$ cat src/include/cache_macros.svh
`ifndef CACHE_MACROS_SVH
`define CACHE_MACROS_SVH

// Bank geometry.
`define CACHE_NUM_SETS 8
`define CACHE_NUM_WAYS 4
`define CACHE_BLOCK_SIZE 4

// Datapath widths.
`define CACHE_WORD_W 32
`define CACHE_ADDR_W 32

`endif

$ cat src/logic/cache_pkg.sv
`include "cache_macros.svh"

package cache_pkg;

  typedef logic [`CACHE_WORD_W-1:0] word_t;
  typedef logic [$clog2(`CACHE_NUM_SETS)-1:0] set_idx_t;
  typedef logic [$clog2(`CACHE_NUM_WAYS)-1:0] way_idx_t;
  typedef logic [$clog2(`CACHE_BLOCK_SIZE)-1:0] blk_off_t;
  typedef logic [`CACHE_ADDR_W-$bits(set_idx_t)-$bits(blk_off_t)-1:0] tag_t;

  // One age per way, so ages run 0 to NUM_WAYS-1.
  typedef logic [$clog2(`CACHE_NUM_WAYS)-1:0] age_t;

  typedef struct packed {
    tag_t     tag;
    set_idx_t set_idx;
    blk_off_t blk_off;
  } word_addr_t;

  // rw is 1 for a store.
  typedef struct packed {
    logic       rw;
    word_addr_t addr;
    word_t      store_value;
  } cache_req_t;

  typedef struct packed {
    logic                             valid;
    logic                             dirty;
    tag_t                             tag;
    word_t [`CACHE_BLOCK_SIZE-1:0]    block;
  } cache_frame_t;

  typedef struct packed {
    age_t [`CACHE_NUM_WAYS-1:0] age;
    way_idx_t                   lru_way;
  } lru_frame_t;

  typedef struct packed {
    cache_req_t req;
    set_idx_t   victim_set;
    way_idx_t   victim_way;
  } mshr_t;

  typedef enum logic [2:0] {
    IDLE,
    VICTIM_EJECT,
    BLOCK_PULL,
    FINISH,
    REPLAY
  } miss_state_e;

endpackage

$ cat src/logic/cache_request_decoder.sv
`timescale 1ns/1ps

module cache_request_decoder (
  input  logic                  CLK,
  input  logic                  reset,
  input  logic                  req_valid,
  input  cache_pkg::cache_req_t req,
  input  logic                  ready,
  output logic                  dec_valid,
  output cache_pkg::cache_req_t dec_req
);

  logic accept;

  // Requests are only taken while the miss path is idle.
  assign accept = req_valid && ready;

  always_ff @(posedge CLK) begin
    if (reset) begin
      dec_valid <= 1'b0;
    end else begin
      dec_valid <= accept;
    end
  end

  // Held until the next accepted request, the replay looks it up again.
  always_ff @(posedge CLK) begin
    if (accept) begin
      dec_req.rw          <= req.rw;
      dec_req.addr        <= '{tag: req.addr.tag, set_idx: req.addr.set_idx,
                               blk_off: req.addr.blk_off};
      dec_req.store_value <= req.store_value;
    end
  end

endmodule

$ cat config.mk
export PLATFORM = sky130hd
export DESIGN_NAME = cache_request_decoder
export DESIGN_NICKNAME = d
export VERILOG_FILES = /design/src/logic/cache_pkg.sv /design/src/logic/cache_request_decoder.sv
export VERILOG_INCLUDE_DIRS = /design/src /design/src/include
export SDC_FILE = /design/constraint.sdc
export NUM_CORES = 1
export LEC_CHECK = 0
export BUFFER_PORTS_ARGS = -buffer_cell sky130_fd_sc_hd__buf_2
export CORE_ASPECT_RATIO = 0.8
export CORE_MARGIN = 2
export CORE_UTILIZATION = 36
export DETAILED_ROUTE_END_ITERATION = 16
export HOLD_SLACK_MARGIN = 0.06
export PLACE_DENSITY = 0.74
export SLEW_MARGIN = 25
export SYNTH_ARGS = -nofsm -noshare
export SYNTH_HDL_FRONTEND = slang
export SYNTH_SLANG_ARGS = --single-unit
export TNS_END_PERCENT = 30
$ cat constraint.sdc
create_clock -name CLK -period 2.05 [get_ports CLK]
set_input_delay 0.205 -clock CLK [delete_from_list [all_inputs] [get_ports CLK]]
set_output_delay 0.205 -clock CLK [all_outputs]
set_load 0.005 [all_outputs]
* After elaboration in Yosys (flattened, before gate mapping)
Index checks and enable logic that the tools add are counted.
W data, S select, Z words.
** Cells by class
- Reductions and logical operators :: 1
** Operators with widths (count)
- $logic_and A1 B1 Y1 :: 1
** Word-level totals
- Logic and storage cells :: 7
- Input port bits :: 69
- Bits in registers :: 66
- Output and inout port bits :: 66

* Longest topological paths before layout
- Depth in word-level cells :: 1
- Gate-level depth with buffers :: 1
- Mapped depth without buffers :: 1

* Least setup slack after synthesis
No wires, ideal clock.
- Path type :: input -> register
- Start point :: in ready
- End point :: reg dec_req[0] (netlist bit) (enable)
- Setup time :: 0.430 ns
- Cell stages on the path :: 1
- Data arrival time :: 1.734 ns
- Slack :: -0.113 ns
- Path buffers :: 0
- Path through :: and2_1
** Between the ends
- Word-level cells in the longest chain between the ends :: 1
** Ends and longest elaborated chain
- start, declared :: RTL line cache_request_decoder.sv:8 : input logic ready,
- $logic_and A1 B1 Y1 :: RTL line cache_request_decoder.sv:16 : assign accept = req_valid && ready;
- end, declared :: RTL line cache_request_decoder.sv:10 : output cache_pkg::cache_req_t dec_req
Every way passes these cells.
A chain may end at the register's enable or synchronous reset.

* Final worst setup path
- Start point :: reg dec_req[23] (netlist bit)
- End point :: out dec_req[23] (netlist bit)
No word-level cell between the ends.

==> impl_results.html <==
<table>
<tr><th>Metric</th><th>Value</th></tr>
<tr><th colspan="2">Run status</th></tr>
<tr><td>Status</td><td>completed</td></tr>
<tr><th colspan="2">Timing</th></tr>
<tr><td>Worst slew margin relative to its limit</td><td>0.7693</td></tr>
<tr><td>Summed negative setup slack over all endpoints</td><td>0 ns</td></tr>
<tr><td>Worst-margin pin slew</td><td>0.3461 ns</td></tr>
<tr><td>Final cycle utilization of the critical path</td><td>0.5203</td></tr>
<tr><td>Final Hold Viols</td><td>0</td></tr>
<tr><td>Clock period minus final worst setup slack</td><td>1.067 ns</td></tr>
<tr><td>Endpoints failing setup</td><td>0</td></tr>
<tr><td>Final count of pins violating max slew</td><td>0</td></tr>
<tr><td>Unrepaired setup endpoints after global routing</td><td>no</td></tr>
<tr><td>Maximum achievable frequency</td><td>937.5 MHz</td></tr>
<tr><th colspan="2">Global route</th></tr>
<tr><td>Aggregate global routing overflow</td><td>0</td></tr>
<tr><td>First-pass GRT wire length</td><td>7776 µm</td></tr>
<tr><td>Initial antenna violation count</td><td>0</td></tr>
<tr><td>Vias in the first global route</td><td>1530</td></tr>
<tr><td>Largest net degree at the start of global routing</td><td>66</td></tr>
<tr><td>GRT Resource Usage Total</td><td>0.1789</td></tr>
<tr><th colspan="2">Yosys</th></tr>
<tr><td>Sequential cell area fraction in the yosys report</td><td>0.9924</td></tr>
<tr><td>Top cell type's share of synthesized area</td><td>0.9824</td></tr>
<tr><td>Cell area after synthesis</td><td>1987 µm²</td></tr>
<tr><td>Count of state elements after synthesis</td><td>66</td></tr>
<tr><td>Synth area leaders</td><td>sky130_fd_sc_hd__edfxtp_1 (98%), sky130_fd_sc_hd__dfxtp_1 (1.0%), sky130_fd_sc_hd__and3b_1 (0.44%)</td></tr>
<tr><td>Number of library cell types mapped by synthesis</td><td>4</td></tr>
<tr><td>Yosys warning count</td><td>0</td></tr>
<tr><td>Top cell type by total area after synthesis</td><td>sky130_fd_sc_hd__edfxtp_1</td></tr>
<tr><td>Per-instance average area after synthesis</td><td>29.22 µm²</td></tr>
<tr><td>Count of mapped cells out of synthesis</td><td>68</td></tr>
<tr><td>Synthesized net count</td><td>137</td></tr>
<tr><th colspan="2">Setup path</th></tr>
<tr><td>End point of the critical path</td><td>dec_req[23]</td></tr>
<tr><td>Required time worst endpoint</td><td>1.85 ns</td></tr>
<tr><td>Largest delay contributor family on the critical path</td><td>flip-flops</td></tr>
<tr><td>Library cell contributing the largest single delay on the critical path</td><td>sky130_fd_sc_hd__edfxtp_1</td></tr>
<tr><td>Critical path launch point</td><td>dec_req[23]</td></tr>
<tr><td>Cell depth of the worst setup path</td><td>1</td></tr>
<tr><td>Maximum fanout count along the critical path</td><td>1</td></tr>
<tr><td>Slowest cell delay on critical path</td><td>0.39 ns</td></tr>
<tr><td>Kind of end point of the critical path</td><td>output port</td></tr>
<tr><td>Critical path start-end classification</td><td>flip-flop to output port</td></tr>
<tr><td>Series of cell instances along the critical path</td><td>buf_2</td></tr>
<tr><td>Startpoint type of the worst setup path</td><td>flip-flop</td></tr>
<tr><td>Worst path buffer plus inverter count</td><td>1</td></tr>
<tr><td>Arrival time of data at the critical path endpoint</td><td>0.86 ns</td></tr>
<tr><th colspan="2">Floorplan</th></tr>
<tr><td>I/O pin count</td><td>135</td></tr>
<tr><td>Die extent in y</td><td>70.45 µm</td></tr>
<tr><td>Full die area</td><td>6133 µm²</td></tr>
<tr><td>Core Region</td><td>5375 µm²</td></tr>
<tr><td>Placement row count</td><td>24</td></tr>
<tr><td>Initial core utilization</td><td>0.3696</td></tr>
<tr><td>Chip Width</td><td>87.06 µm</td></tr>
<tr><th colspan="2">CTS</th></tr>
<tr><td>PostCTS Resize Cnt</td><td>0</td></tr>
<tr><td>Root cell of the clock tree</td><td>sky130_fd_sc_hd__clkbuf_8</td></tr>
<tr><td>Deepest level of the CTS H-tree</td><td>3</td></tr>
<tr><td>Clock sink total</td><td>66</td></tr>
<tr><td>TritonCTS clock tree</td><td>yes</td></tr>
<tr><td>Inserted Clock Buffers</td><td>9</td></tr>
<tr><td>Register clock-pin slew on the reported worst setup and hold paths</td><td>0.07 ns</td></tr>
<tr><td>Maximum number of buffers from clock root to sink</td><td>2</td></tr>
<tr><th colspan="2">Detailed routing</th></tr>
<tr><td>Routed length per placed instance</td><td>15.14 µm</td></tr>
<tr><td>Final routed DRC violation total</td><td>0</td></tr>
<tr><td>Iteration-0 DRC count of the detailed router</td><td>55</td></tr>
<tr><td>Routed Wire Length</td><td>5284 µm</td></tr>
<tr><td>Total iterations of the first detailed-routing run</td><td>4</td></tr>
<tr><td>Total number of vias</td><td>1484</td></tr>
<tr><td>Detail Route Antenna Nets</td><td>0</td></tr>
<tr><td>Post-detailed-route via-to-cell ratio</td><td>4.252</td></tr>
<tr><th colspan="2">Job</th></tr>
<tr><td>Total of max-cap violations</td><td>0</td></tr>
<tr><th colspan="2">Cells and area</th></tr>
<tr><td>Share of final-layout standard cells stronger than drive strength 1</td><td>0.5317</td></tr>
<tr><td>Most frequent cells in the layout</td><td>sky130_fd_sc_hd__buf_2 (134), sky130_fd_sc_hd__edfxtp_1 (65), sky130_fd_sc_hd__dlygate4sd3_1 (65), sky130_fd_sc_hd__clkbuf_8 (9), sky130_fd_sc_hd__bufinv_16 (3)</td></tr>
<tr><td>Final standard cell area without fillers</td><td>3654 µm²</td></tr>
<tr><td>Fill count</td><td>337</td></tr>
<tr><td>Antenna Diode Count</td><td>0</td></tr>
<tr><td>Signed area change from the synthesized netlist to the final layout</td><td>83.88%</td></tr>
<tr><td>Post-layout net count</td><td>348</td></tr>
<tr><td>Most common cell after layout, fill and taps aside</td><td>sky130_fd_sc_hd__buf_2</td></tr>
<tr><th colspan="2">Power and ir drop</th></tr>
<tr><td>Lkg Pwr</td><td>1.554 nW</td></tr>
<tr><td>Power after layout</td><td>3.195 mW</td></tr>
<tr><td>Worst voltage drop across the vdd grid</td><td>0.4561 mV</td></tr>
<tr><td>Comb power frac</td><td>0.091</td></tr>
<tr><td>Power per standard cell area</td><td>874.4 nW/µm²</td></tr>
<tr><td>Psw</td><td>0.6170 mW</td></tr>
<tr><td>Clock share of power</td><td>0.407</td></tr>
<tr><td>Internal power</td><td>2.578 mW</td></tr>
<tr><td>Sequential power share</td><td>0.502</td></tr>
<tr><td>Sw Share</td><td>0.1931</td></tr>
<tr><th colspan="2">Place</th></tr>
<tr><td>Placement Cell Area</td><td>2760 µm²</td></tr>
<tr><td>IO buf count</td><td>134</td></tr>
<tr><td>Last weighted congestion value of the routability-driven placer</td><td>0.7268</td></tr>
<tr><th colspan="2">Min path</th></tr>
<tr><td>Class of the most critical hold timing path</td><td>input port to flip-flop</td></tr>
</table>
==> flip-flops by register name (all words and copies together), names as in the netlist <==
name / cells
dec_req: 65
dec_valid: 1
==> what timing repair did <==
action | CTS | global route
hold buffers | 65 | 0
buffers inserted | 0 | 0
hold endpoints to repair | 65 | 0
==> power by group through the flow <==
stage / clock, mW / sequential (mW) / combinational, mW
2_1_floorplan: 0 / 1.65 / 0.0189
3_3_place_gp: 0 / 1.63 / 0.186
3_5_place_dp: 0 / 1.63 / 0.191
4_1_cts: 1.32 / 1.60 / 0.289
5_1_grt: 1.39 / 1.61 / 0.316
6_report: 1.30 / 1.60 / 0.292
==> kinds of logic (layout without fill, tap and decap cells) <==
logic type,Yosys count,after routing,synth area share
buffers and inverters,0,216,0
flip-flops,66,66,0.9924
AND/OR/NAND/NOR,2,2,0.007559
==> worst min path at each step <==
stage | cells after the start | endpoint | slack, ns | start
2_1_floorplan | 0 | dec_req[0] | 0.30 | req[0]
3_3_place_gp | 1 | dec_req[60] | 0.38 | req[60]
3_5_place_dp | 1 | dec_req[56] | 0.38 | req[56]
4_1_cts | 2 | dec_valid | 0.1 | req_valid
5_1_grt | 2 | dec_valid | 0.10 | req_valid
6_report | 2 | dec_valid | 0.12 | req_valid
==> per-layer routing <==
| metal | global-route usage | share of wire |
|---|---|---|
| met1 | 0.1724 | 0.35 |
| met2 | 0.3240 | 0.54 |
| met3 | 0.08511 | 0.091 |
| met4 | 0.06771 | 0.014 |
| met5 | 0 | 0 |
==> synthesized netlist by cell type <==
| cell type | instances |
|---|---|
| sky130_fd_sc_hd__and2_1 | 1 |
| sky130_fd_sc_hd__dfxtp_1 | 1 |
| sky130_fd_sc_hd__edfxtp_1 | 65 |
| sky130_fd_sc_hd__and3b_1 | 1 |
==> layout make-up <==
cell class	instances	area [µm²]	area share
Clock buffer	10	127.6	0.03493
Clock inverter	6	115.1	0.03151
Multi-Input combinational cell	2	16.27	0.004452
Sequential cell	66	1972	0.5397
Tap cell	65	81.33	0.02226
Timing Repair Buffer	200	1341	0.3671
==> through the flow <==
| step | util | worst slack, ns | instances | hold WS, ns |
|---|---|---|---|---|
| global placement | 0.5135 | 0.9503 | 268 | 0.3814 |
| global route | 0.6797 | 0.9180 | 349 | 0.1037 |
| floorplan | - | 0.5831 | 68 | 0.3039 |
| CTS | 0.6797 | 0.9540 | 349 | 0.09855 |
| detailed placement | 0.5135 | 0.9281 | 268 | 0.3831 |
| finish | 0.6797 | 0.9834 | 349 | 0.1191 |
Note: power is estimated with default switching activity, not from simulation.
