===== src/include/cache_macros.svh =====
`ifndef CACHE_MACROS_SVH
`define CACHE_MACROS_SVH

// Bank geometry.
`define CACHE_NUM_SETS 8
`define CACHE_NUM_WAYS 4
`define CACHE_BLOCK_SIZE 4

// Datapath widths.
`define CACHE_WORD_W 32
`define CACHE_ADDR_W 32

`endif


===== src/logic/cache_pkg.sv =====
`include "cache_macros.svh"

package cache_pkg;

  typedef logic [`CACHE_WORD_W-1:0] word_t;
  typedef logic [$clog2(`CACHE_NUM_SETS)-1:0] set_idx_t;
  typedef logic [$clog2(`CACHE_NUM_WAYS)-1:0] way_idx_t;
  typedef logic [$clog2(`CACHE_BLOCK_SIZE)-1:0] blk_off_t;
  typedef logic [`CACHE_ADDR_W-$bits(set_idx_t)-$bits(blk_off_t)-1:0] tag_t;

  // One age per way, so ages run 0 to NUM_WAYS-1.
  typedef logic [$clog2(`CACHE_NUM_WAYS)-1:0] age_t;

  typedef struct packed {
    tag_t     tag;
    set_idx_t set_idx;
    blk_off_t blk_off;
  } word_addr_t;

  // rw is 1 for a store.
  typedef struct packed {
    logic       rw;
    word_addr_t addr;
    word_t      store_value;
  } cache_req_t;

  typedef struct packed {
    logic                             valid;
    logic                             dirty;
    tag_t                             tag;
    word_t [`CACHE_BLOCK_SIZE-1:0]    block;
  } cache_frame_t;

  typedef struct packed {
    age_t [`CACHE_NUM_WAYS-1:0] age;
    way_idx_t                   lru_way;
  } lru_frame_t;

  typedef struct packed {
    cache_req_t req;
    set_idx_t   victim_set;
    way_idx_t   victim_way;
  } mshr_t;

  typedef enum logic [2:0] {
    IDLE,
    VICTIM_EJECT,
    BLOCK_PULL,
    FINISH,
    REPLAY
  } miss_state_e;

endpackage


===== src/logic/lru_tracker.sv =====
`timescale 1ns/1ps
`include "cache_macros.svh"

module lru_tracker (
  input  logic                      CLK,
  input  logic                      reset,
  input  logic                      touch,
  input  cache_pkg::set_idx_t       touch_set,
  input  cache_pkg::way_idx_t       touch_way,
  input  logic                      reset_age,
  input  cache_pkg::set_idx_t       lookup_set,
  input  logic [`CACHE_NUM_WAYS-1:0] valid_ways,
  output cache_pkg::lru_frame_t [`CACHE_NUM_SETS-1:0] lru_state,
  output cache_pkg::way_idx_t       victim_way
);

  cache_pkg::lru_frame_t cur_frame;
  cache_pkg::lru_frame_t next_frame;
  cache_pkg::age_t       touch_age;

  always_comb begin
    cur_frame = lru_state[touch_set];
    // A way filled from empty counts as the oldest one.
    touch_age  = valid_ways[touch_way] ? cur_frame.age[touch_way] : '1;
    next_frame = cur_frame;
    for (int w = 0; w < `CACHE_NUM_WAYS; w++) begin
      if (cache_pkg::way_idx_t'(w) == touch_way) begin
        next_frame.age[w] = '0;
      end else if (cur_frame.age[w] < touch_age) begin
        next_frame.age[w] = cur_frame.age[w] + 1'b1;
      end
    end
    // Oldest way, lowest index on a tie.
    next_frame.lru_way = '0;
    for (int w = 1; w < `CACHE_NUM_WAYS; w++) begin
      if (next_frame.age[w] > next_frame.age[next_frame.lru_way]) begin
        next_frame.lru_way = cache_pkg::way_idx_t'(w);
      end
    end
  end

  always_ff @(posedge CLK) begin
    if (reset) begin
      for (int s = 0; s < `CACHE_NUM_SETS; s++) begin
        lru_state[s] <= '0;
      end
    end else if (touch || reset_age) begin
      lru_state[touch_set] <= next_frame;
    end
  end

  // Lowest empty way first, else the LRU way.
  always_comb begin
    victim_way = lru_state[lookup_set].lru_way;
    for (int w = `CACHE_NUM_WAYS - 1; w >= 0; w--) begin
      if (!valid_ways[w]) begin
        victim_way = cache_pkg::way_idx_t'(w);
      end
    end
  end

endmodule


===== config.mk =====
export PLATFORM = sky130hd
export DESIGN_NAME = lru_tracker
export DESIGN_NICKNAME = d
export VERILOG_FILES = /design/src/logic/cache_pkg.sv /design/src/logic/lru_tracker.sv
export VERILOG_INCLUDE_DIRS = /design/src /design/src/include
export SDC_FILE = /design/constraint.sdc
export NUM_CORES = 1
export LEC_CHECK = 0
export BUFFER_PORTS_ARGS = -buffer_cell sky130_fd_sc_hd__buf_2
export CORE_ASPECT_RATIO = 0.75
export CORE_MARGIN = 4
export CORE_UTILIZATION = 25
export CTS_CLUSTER_SIZE = 40
export DETAILED_ROUTE_END_ITERATION = 12
export HOLD_SLACK_MARGIN = 0.06
export PLACE_DENSITY = 0.45
export SLEW_MARGIN = 15
export SYNTH_ARGS = -nofsm -noshare
export SYNTH_HDL_FRONTEND = slang
export SYNTH_SLANG_ARGS = --single-unit

===== constraint.sdc =====
create_clock -name CLK -period 11.39 [get_ports CLK]
set_input_delay 0.5695 -clock CLK [delete_from_list [all_inputs] [get_ports CLK]]
set_output_delay 0.5695 -clock CLK [all_outputs]
set_load 0.005 [all_outputs]

======== Word level (Yosys, flattened, before mapping) ========
Cells that the tools add are included.
word-level totals
  word-level logic and storage cells ...... 94
  memories ................................ 0
  memory bits (read-only) ................. 0
  input bits .............................. 16
  output and inout port bits .............. 82
  register bits ........................... 80
  bits in latches ......................... 0
  RAM bits ................................ 0
cells by class
  shift operators ......................... 0
  eq/ne operators ......................... 3
  reductions and logical operators ........ 3
  mux-type cells .......................... 31
  magnitude comparators ................... 13
  bitwise gates (word level) .............. 0
  $mul .................................... 0
  $add $sub $neg .......................... 4
  divide/modulo/power cells ............... 0
operators by type and width
  operator                                                                      number
  80-bit bitwise mux                                                            1
  10-bit binary-select mux with 3-bit select                                    2
  2-bit two-way mux                                                             19
  10-bit demux with 3-bit select                                                1
  10-bit two-way mux                                                            2
  2-bit binary-select mux with 2-bit select                                     3
  2-bit by 3-bit less-than comparator with 1-bit output, second input constant  3
  2-bit by 1-bit adder with 2-bit output, second input constant                 4
  2-bit less-than comparator                                                    4
  3-bit by 4-bit less-than comparator with 1-bit output, second input constant  2
  2-bit greater-than comparator                                                 3
  2-bit == test, first input constant                                           2
  3-bit by 1-bit >= comparator with 1-bit output, second input constant         1
  1-bit binary-select mux with 2-bit select                                     1
  1-bit by 2-bit == test with 1-bit output, first input constant                1
  2-bit logical NOT                                                             1
  1-bit two-way mux                                                             2
  1-bit logical AND                                                             1
  1-bit logical OR                                                              1

======== Logic depth before layout (Yosys ltp) ========
  depth after elaboration ................. 19
  mapped depth ............................ 27
  depth with buffers taken out ............ 24

======== Least setup slack after synthesis ========
No wires, ideal clock.
  path kind ............................... input -> register
  start ................................... input port touch_set[1]
  end ..................................... register lru_state[0] (netlist name)
  arrival ................................. 5.797 ns
  library setup time ...................... 0.141 ns
  slack ................................... 5.452 ns
  cell stages on the path ................. 26
  cell sequence ........................... buf_6 > buf_2 > mux4_2 > mux2i_1 > nand2_1 > o211ai_1 > o211a_1 > ha_1 > or3_1 > xnor2_1 > and2_1 > buf_2 > inv_1 > ha_1 > nor2_1 > o22ai_1 > inv_1 > mux2_2 > ha_1 > nand2_1 > o21ai_0 > mux2_2 > ha_1 > and2_1 > a2bb2oi_1 > a211oi_1
RTL lines
  what                           RTL line           text
  start, declared                lru_tracker.sv:8   input cache_pkg::set_idx_t touch_set,
  end signal, assigned by index  lru_tracker.sv:48  lru_state[touch_set] <= next_frame;
  end, declared                  lru_tracker.sv:13  output cache_pkg::lru_frame_t [`CACHE_NUM_SETS-1:0] lru_state,

======== Worst setup path after layout ========
  start ................................... input port touch_set[1]
  end ..................................... register lru_state[10] (netlist name)
on the way
  cells in the longest elaborated chain, start to end .. 19
  elaborated cells on any way between the ends .. 37
  classes of those cells .................. 4 x add/sub; 9 x order compare; 23 x mux; 1 x reduce/logical
RTL lines
  what                                        RTL line           text
  10-bit binary-select mux with 3-bit select  lru_tracker.sv:22  cur_frame = lru_state[touch_set];
  10-bit two-way mux (implied by the code)    lru_tracker.sv:22
  2-bit binary-select mux with 2-bit select   lru_tracker.sv:24  touch_age = valid_ways[touch_way] ? cur_frame.age[touch_way] : '1;
  2-bit two-way mux (implied by the code)     lru_tracker.sv:24
  2-bit two-way mux                           lru_tracker.sv:24
  2-bit less-than comparator                  lru_tracker.sv:29  end else if (cur_frame.age[w] < touch_age) begin
  2-bit two-way mux                           lru_tracker.sv:29
  2-bit two-way mux                           lru_tracker.sv:27  if (cache_pkg::way_idx_t'(w) == touch_way) begin
  [3 not listed]                              n/a
  2-bit two-way mux (implied by the code)     lru_tracker.sv:36  if (next_frame.age[w] > next_frame.age[next_frame.lru_way]) begin
  2-bit greater-than comparator               lru_tracker.sv:36
  2-bit two-way mux                           lru_tracker.sv:36
  2-bit binary-select mux with 2-bit select   lru_tracker.sv:36
  2-bit two-way mux (implied by the code)     lru_tracker.sv:36
  2-bit greater-than comparator               lru_tracker.sv:36
  2-bit two-way mux                           lru_tracker.sv:36
  80-bit bitwise mux (*)                      lru_tracker.sv:48
Mark *: on every way between the ends. The rest lies on a longest branch, timed or not. The select of a mux whose other input is x is not followed.
A chain may end at the register's enable or synchronous reset.

==> summary by stage <==
Outcome
The flow ran to the end, and the final reports show no timing, DRC or antenna violations.

Place
The worst slack at placement is 4390 ps. The detailed-placement wirelength estimate is 11000 um. Routability-driven placement finished with a final weighted congestion of 0.930. The count of buffers from port buffering is 97. The area after detailed placement is 4670 um2.

Synth
The most used flip-flop cell after synthesis is sky130_fd_sc_hd__dfxtp_1. In this run the mean area of a mapped cell was 8.22 um2. The cell area that synthesis handed to floorplanning was 4030 um2. The synthesis warning total is 0. After synthesis the netlist holds a flip-flop and latch count of 80. The proportion of synthesized chip area in sequential cells is 0.397. Counting flops with an async set or reset pin after synthesis yields a share of 0. The post-synthesis cell type count is 44. Counting every net in the synthesized netlist gives 518. The count of mapped cells out of synthesis is 491.

Counting flops with a built-in enable in the synthesized netlist gives 0.

STA
The setup violation total in the final timing report is 0. Setup repair after global routing left no endpoint under its margin. Headroom to the max-slew limit came out at 0.228.

In the finished design, the share of the clock period the worst path needs comes to 0.585. Hold is met by 472 ps. The transition at the pin with the smallest max-transition slack is 1150 ps. The number of hold-slack violations in the final timing report is 0. In the post-route analysis, the smallest setup slack over all paths is 4720 ps. The clock arrives with 7.18 ps of skew. The number of pins with negative max-slew slack in the final report was 0. For this run, the top clock speed supported by timing is 0.150 GHz. Counting I/O delays and the setup requirement, the final critical path takes 6670 ps. The final total negative setup slack is 0 ps.

Clock network
In this run the clock root is driven by a sky130_fd_sc_hd__clkbuf_16. The clock drives 80 sinks. The number of buffers between clock root and the deepest sink is 2. The H-tree depth is 3. The total clock buffers created by CTS is 9. The number of buffers inserted to repair setup after CTS is 0.

TritonCTS built the clock tree. The clock slew seen by the registers of the worst setup and hold paths is 60 ps. The cts-stage hold buffer count is 0.

The worst-skew pair later-pin latency is 340 ps. The count of instances resized after the clock tree is built is 0.

Detailed routing
The residual DRC count is 0. The antenna violation net count after detailed routing is 0. The pre-antenna-repair detailed-routing pass consisted of 4 iterations. Dividing the detail-routed via count by the number of cells gives 4.92. Dividing the detail-routed wire length by the instance count gives 19.4 um.

The initial detailed-routing violation count is 242. The wire length after detailed routing is 15200 um. Across all layers, the routed design uses 3846 vias.

Layout
The number of nets in the final layout is 599. In the final layout, the registers with the most flip-flops are lru_state x80. Relative to the synthesized area, the layout overhead comes to 23.3%.

The most common library cell in the layout ignoring fill and taps is sky130_fd_sc_hd__nand2_1. In the layout the commonest cells are sky130_fd_sc_hd__nand2_1 (150), sky130_fd_sc_hd__buf_2 (97), sky130_fd_sc_hd__dfxtp_1 (80). The fraction of final layout cells with drive strength greater than 1 is 0.258. More flip-flops sit in one register than any other, and that register is lru_state. The flip-flop count of the largest register after layout is 80. At the end of the flow the core is filled with cells to 0.320. The antenna diode count is 0. The final design area excluding fillers is 4970 um2.

The layout has 1700 filler cells.

Floorplan
The core region is 15500 um2. 98 I/O pins were placed. The x dimension of the die is 155 um.

The initial core utilization is 0.260. The floorplan row count is 39. The area of the die is 18300 um2. In this run the vertical extent of the chip is 118 um.

Power
The standby leakage power is 2.05 nW. In this run the power density over the cells is 146 nW/um2. IR analysis of the VDD net gives a maximum drop of 69.1 uV.

Global routing
In the global route stage, overall resource usage came out at 0.164. The pin count of the biggest net entering global routing is 81. The first-pass GRT wire length is 23100 um. The number of global-route vias before repair is 3639.

After global routing the overflow that remains totals 0. The initial antenna violation count is 0.

Setup path
In this run the register-to-register setup slack is 5240 ps. The critical path class is primary input to register. The nature of the critical path endpoint is a register. The endpoint arrival time on the critical path is 6840 ps. The startpoint identified for the worst register-to-register timing path is lru_state[69]. The startpoint class of the critical path is a primary input. The worst reg2reg path endpoint is lru_state[10]. The depth of the most critical reg-to-reg path is 23. Of all nets on the critical path, the largest fanout is 24. Data on the critical path is required at its endpoint by 11570 ps.

Min path
The path with the worst hold slack has its endpoint at lru_state[58]. The instance count along the most critical hold path is 2. The min-delay analysis places its worst path in the category register to register. The start point of the worst hold path is lru_state[58].

Run
The total of max-cap violations is 0.
-- Yosys cell counts, types with 2 or more instances --
cell,count,area (um2)
sky130_fd_sc_hd__a211oi_1,16,120
sky130_fd_sc_hd__a21oi_1,70,350
sky130_fd_sc_hd__a21oi_2,3,26.3
sky130_fd_sc_hd__a221oi_1,6,52.6
sky130_fd_sc_hd__a31oi_1,3,18.8
sky130_fd_sc_hd__and2_1,4,25.0
sky130_fd_sc_hd__and3_1,2,12.5
sky130_fd_sc_hd__buf_1,2,7.51
sky130_fd_sc_hd__buf_2,7,35.0
sky130_fd_sc_hd__clkbuf_1,17,63.8
sky130_fd_sc_hd__dfxtp_1,80,1600
sky130_fd_sc_hd__ha_1,11,138
sky130_fd_sc_hd__inv_1,14,52.6
sky130_fd_sc_hd__mux2_2,7,78.8
sky130_fd_sc_hd__mux2i_1,8,80.1
sky130_fd_sc_hd__mux4_2,15,338
sky130_fd_sc_hd__nand2_1,150,563
sky130_fd_sc_hd__nand2b_1,4,25.0
sky130_fd_sc_hd__nand3_1,3,15.0
sky130_fd_sc_hd__nor2_1,32,120
sky130_fd_sc_hd__nor2b_1,3,18.8
sky130_fd_sc_hd__nor3_1,2,10.0
sky130_fd_sc_hd__o21ai_0,4,20.0
sky130_fd_sc_hd__o21ai_1,2,10.0
sky130_fd_sc_hd__o22ai_1,3,18.8
sky130_fd_sc_hd__or3_1,3,18.8
sky130_fd_sc_hd__xnor2_1,3,26.3
-- worst max-delay path by stage --
stage | start | to | slack [ps]
2_1_floorplan | touch_set[1] | lru_state[0] | 5450
3_3_place_gp | touch_set[1] | lru_state[0] | 4580
3_5_place_dp | touch_set[1] | lru_state[0] | 4390
4_1_cts | touch_set[1] | lru_state[0] | 4720
5_1_grt | touch_set[1] | lru_state[70] | 4260
6_report | touch_set[1] | lru_state[10] | 4720
-- routing by layer --
metal	vias up	GRT usage	wire [um]
met5	-	0	0
met1	1812	0.242	7230
li1	1863	-	-
met3	27	0.0371	1080
met2	144	0.238	6550
met4	0	0.0474	325
-- worst max-delay path: stages --
cell,delay [ps]
sky130_fd_sc_hd__buf_2,500
sky130_fd_sc_hd__mux4_2,580
sky130_fd_sc_hd__mux2i_1,290
sky130_fd_sc_hd__nand2_1,90
sky130_fd_sc_hd__o211ai_1,90
sky130_fd_sc_hd__o211a_1,260
sky130_fd_sc_hd__ha_1,270
sky130_fd_sc_hd__or3_1,420
sky130_fd_sc_hd__xnor2_1,130
sky130_fd_sc_hd__and2_1,460
sky130_fd_sc_hd__inv_1,100
sky130_fd_sc_hd__ha_1,310
sky130_fd_sc_hd__nor2_1,50
sky130_fd_sc_hd__o22ai_1,190
sky130_fd_sc_hd__inv_1,90
sky130_fd_sc_hd__mux2_2,250
sky130_fd_sc_hd__ha_1,150
sky130_fd_sc_hd__nor2b_1,40
sky130_fd_sc_hd__o21ai_0,430
sky130_fd_sc_hd__mux2_2,410
sky130_fd_sc_hd__ha_1,260
sky130_fd_sc_hd__and2_1,140
sky130_fd_sc_hd__a2bb2oi_1,570
sky130_fd_sc_hd__a211oi_1,160
-- logic make-up (layout without fill, tap and decap cells) --
family / Yosys count / in the layout / share of synthesized area
adder cells (fa/ha/maj): 11 / 11 / 0.0341
multiplexers: 32 / 32 / 0.132
buffers and inverters: 42 / 128 / 0.0440
flip-flops: 80 / 80 / 0.397
XOR/XNOR: 3 / 3 / 0.00651
AND/OR/NAND/NOR: 208 / 208 / 0.216
AO/OA/AOI/OAI: 115 / 115 / 0.170
-- power by group --
group | internal [mW] | switching, mW | total (mW)
Combinational | 0.0482 | 0.0881 | 0.136
Sequential | 0.289 | 0.00855 | 0.298
Clock | 0.175 | 0.118 | 0.294
Total | 0.513 | 0.215 | 0.728
-- area by class of cell --
class / count / area, um2 / area share
Multi-Input combinational cell: 369 / 2270 / 0.456
Sequential cell: 80 / 1600 / 0.322
Timing Repair Buffer: 98 / 493 / 0.0991
Tap cell: 205 / 256 / 0.0516
Clock buffer: 11 / 243 / 0.0488
Clock inverter: 5 / 56.3 / 0.0113
Inverter: 14 / 52.6 / 0.0106
-- through the flow --
stage / std cells / total power, mW
global placement: 766 / 0.435
finish: 782 / 0.728
global route: 782 / 0.759
CTS: 782 / 0.734
floorplan: 491 / 0.393
detailed placement: 766 / 0.440
(Power assumes the default switching activity.)
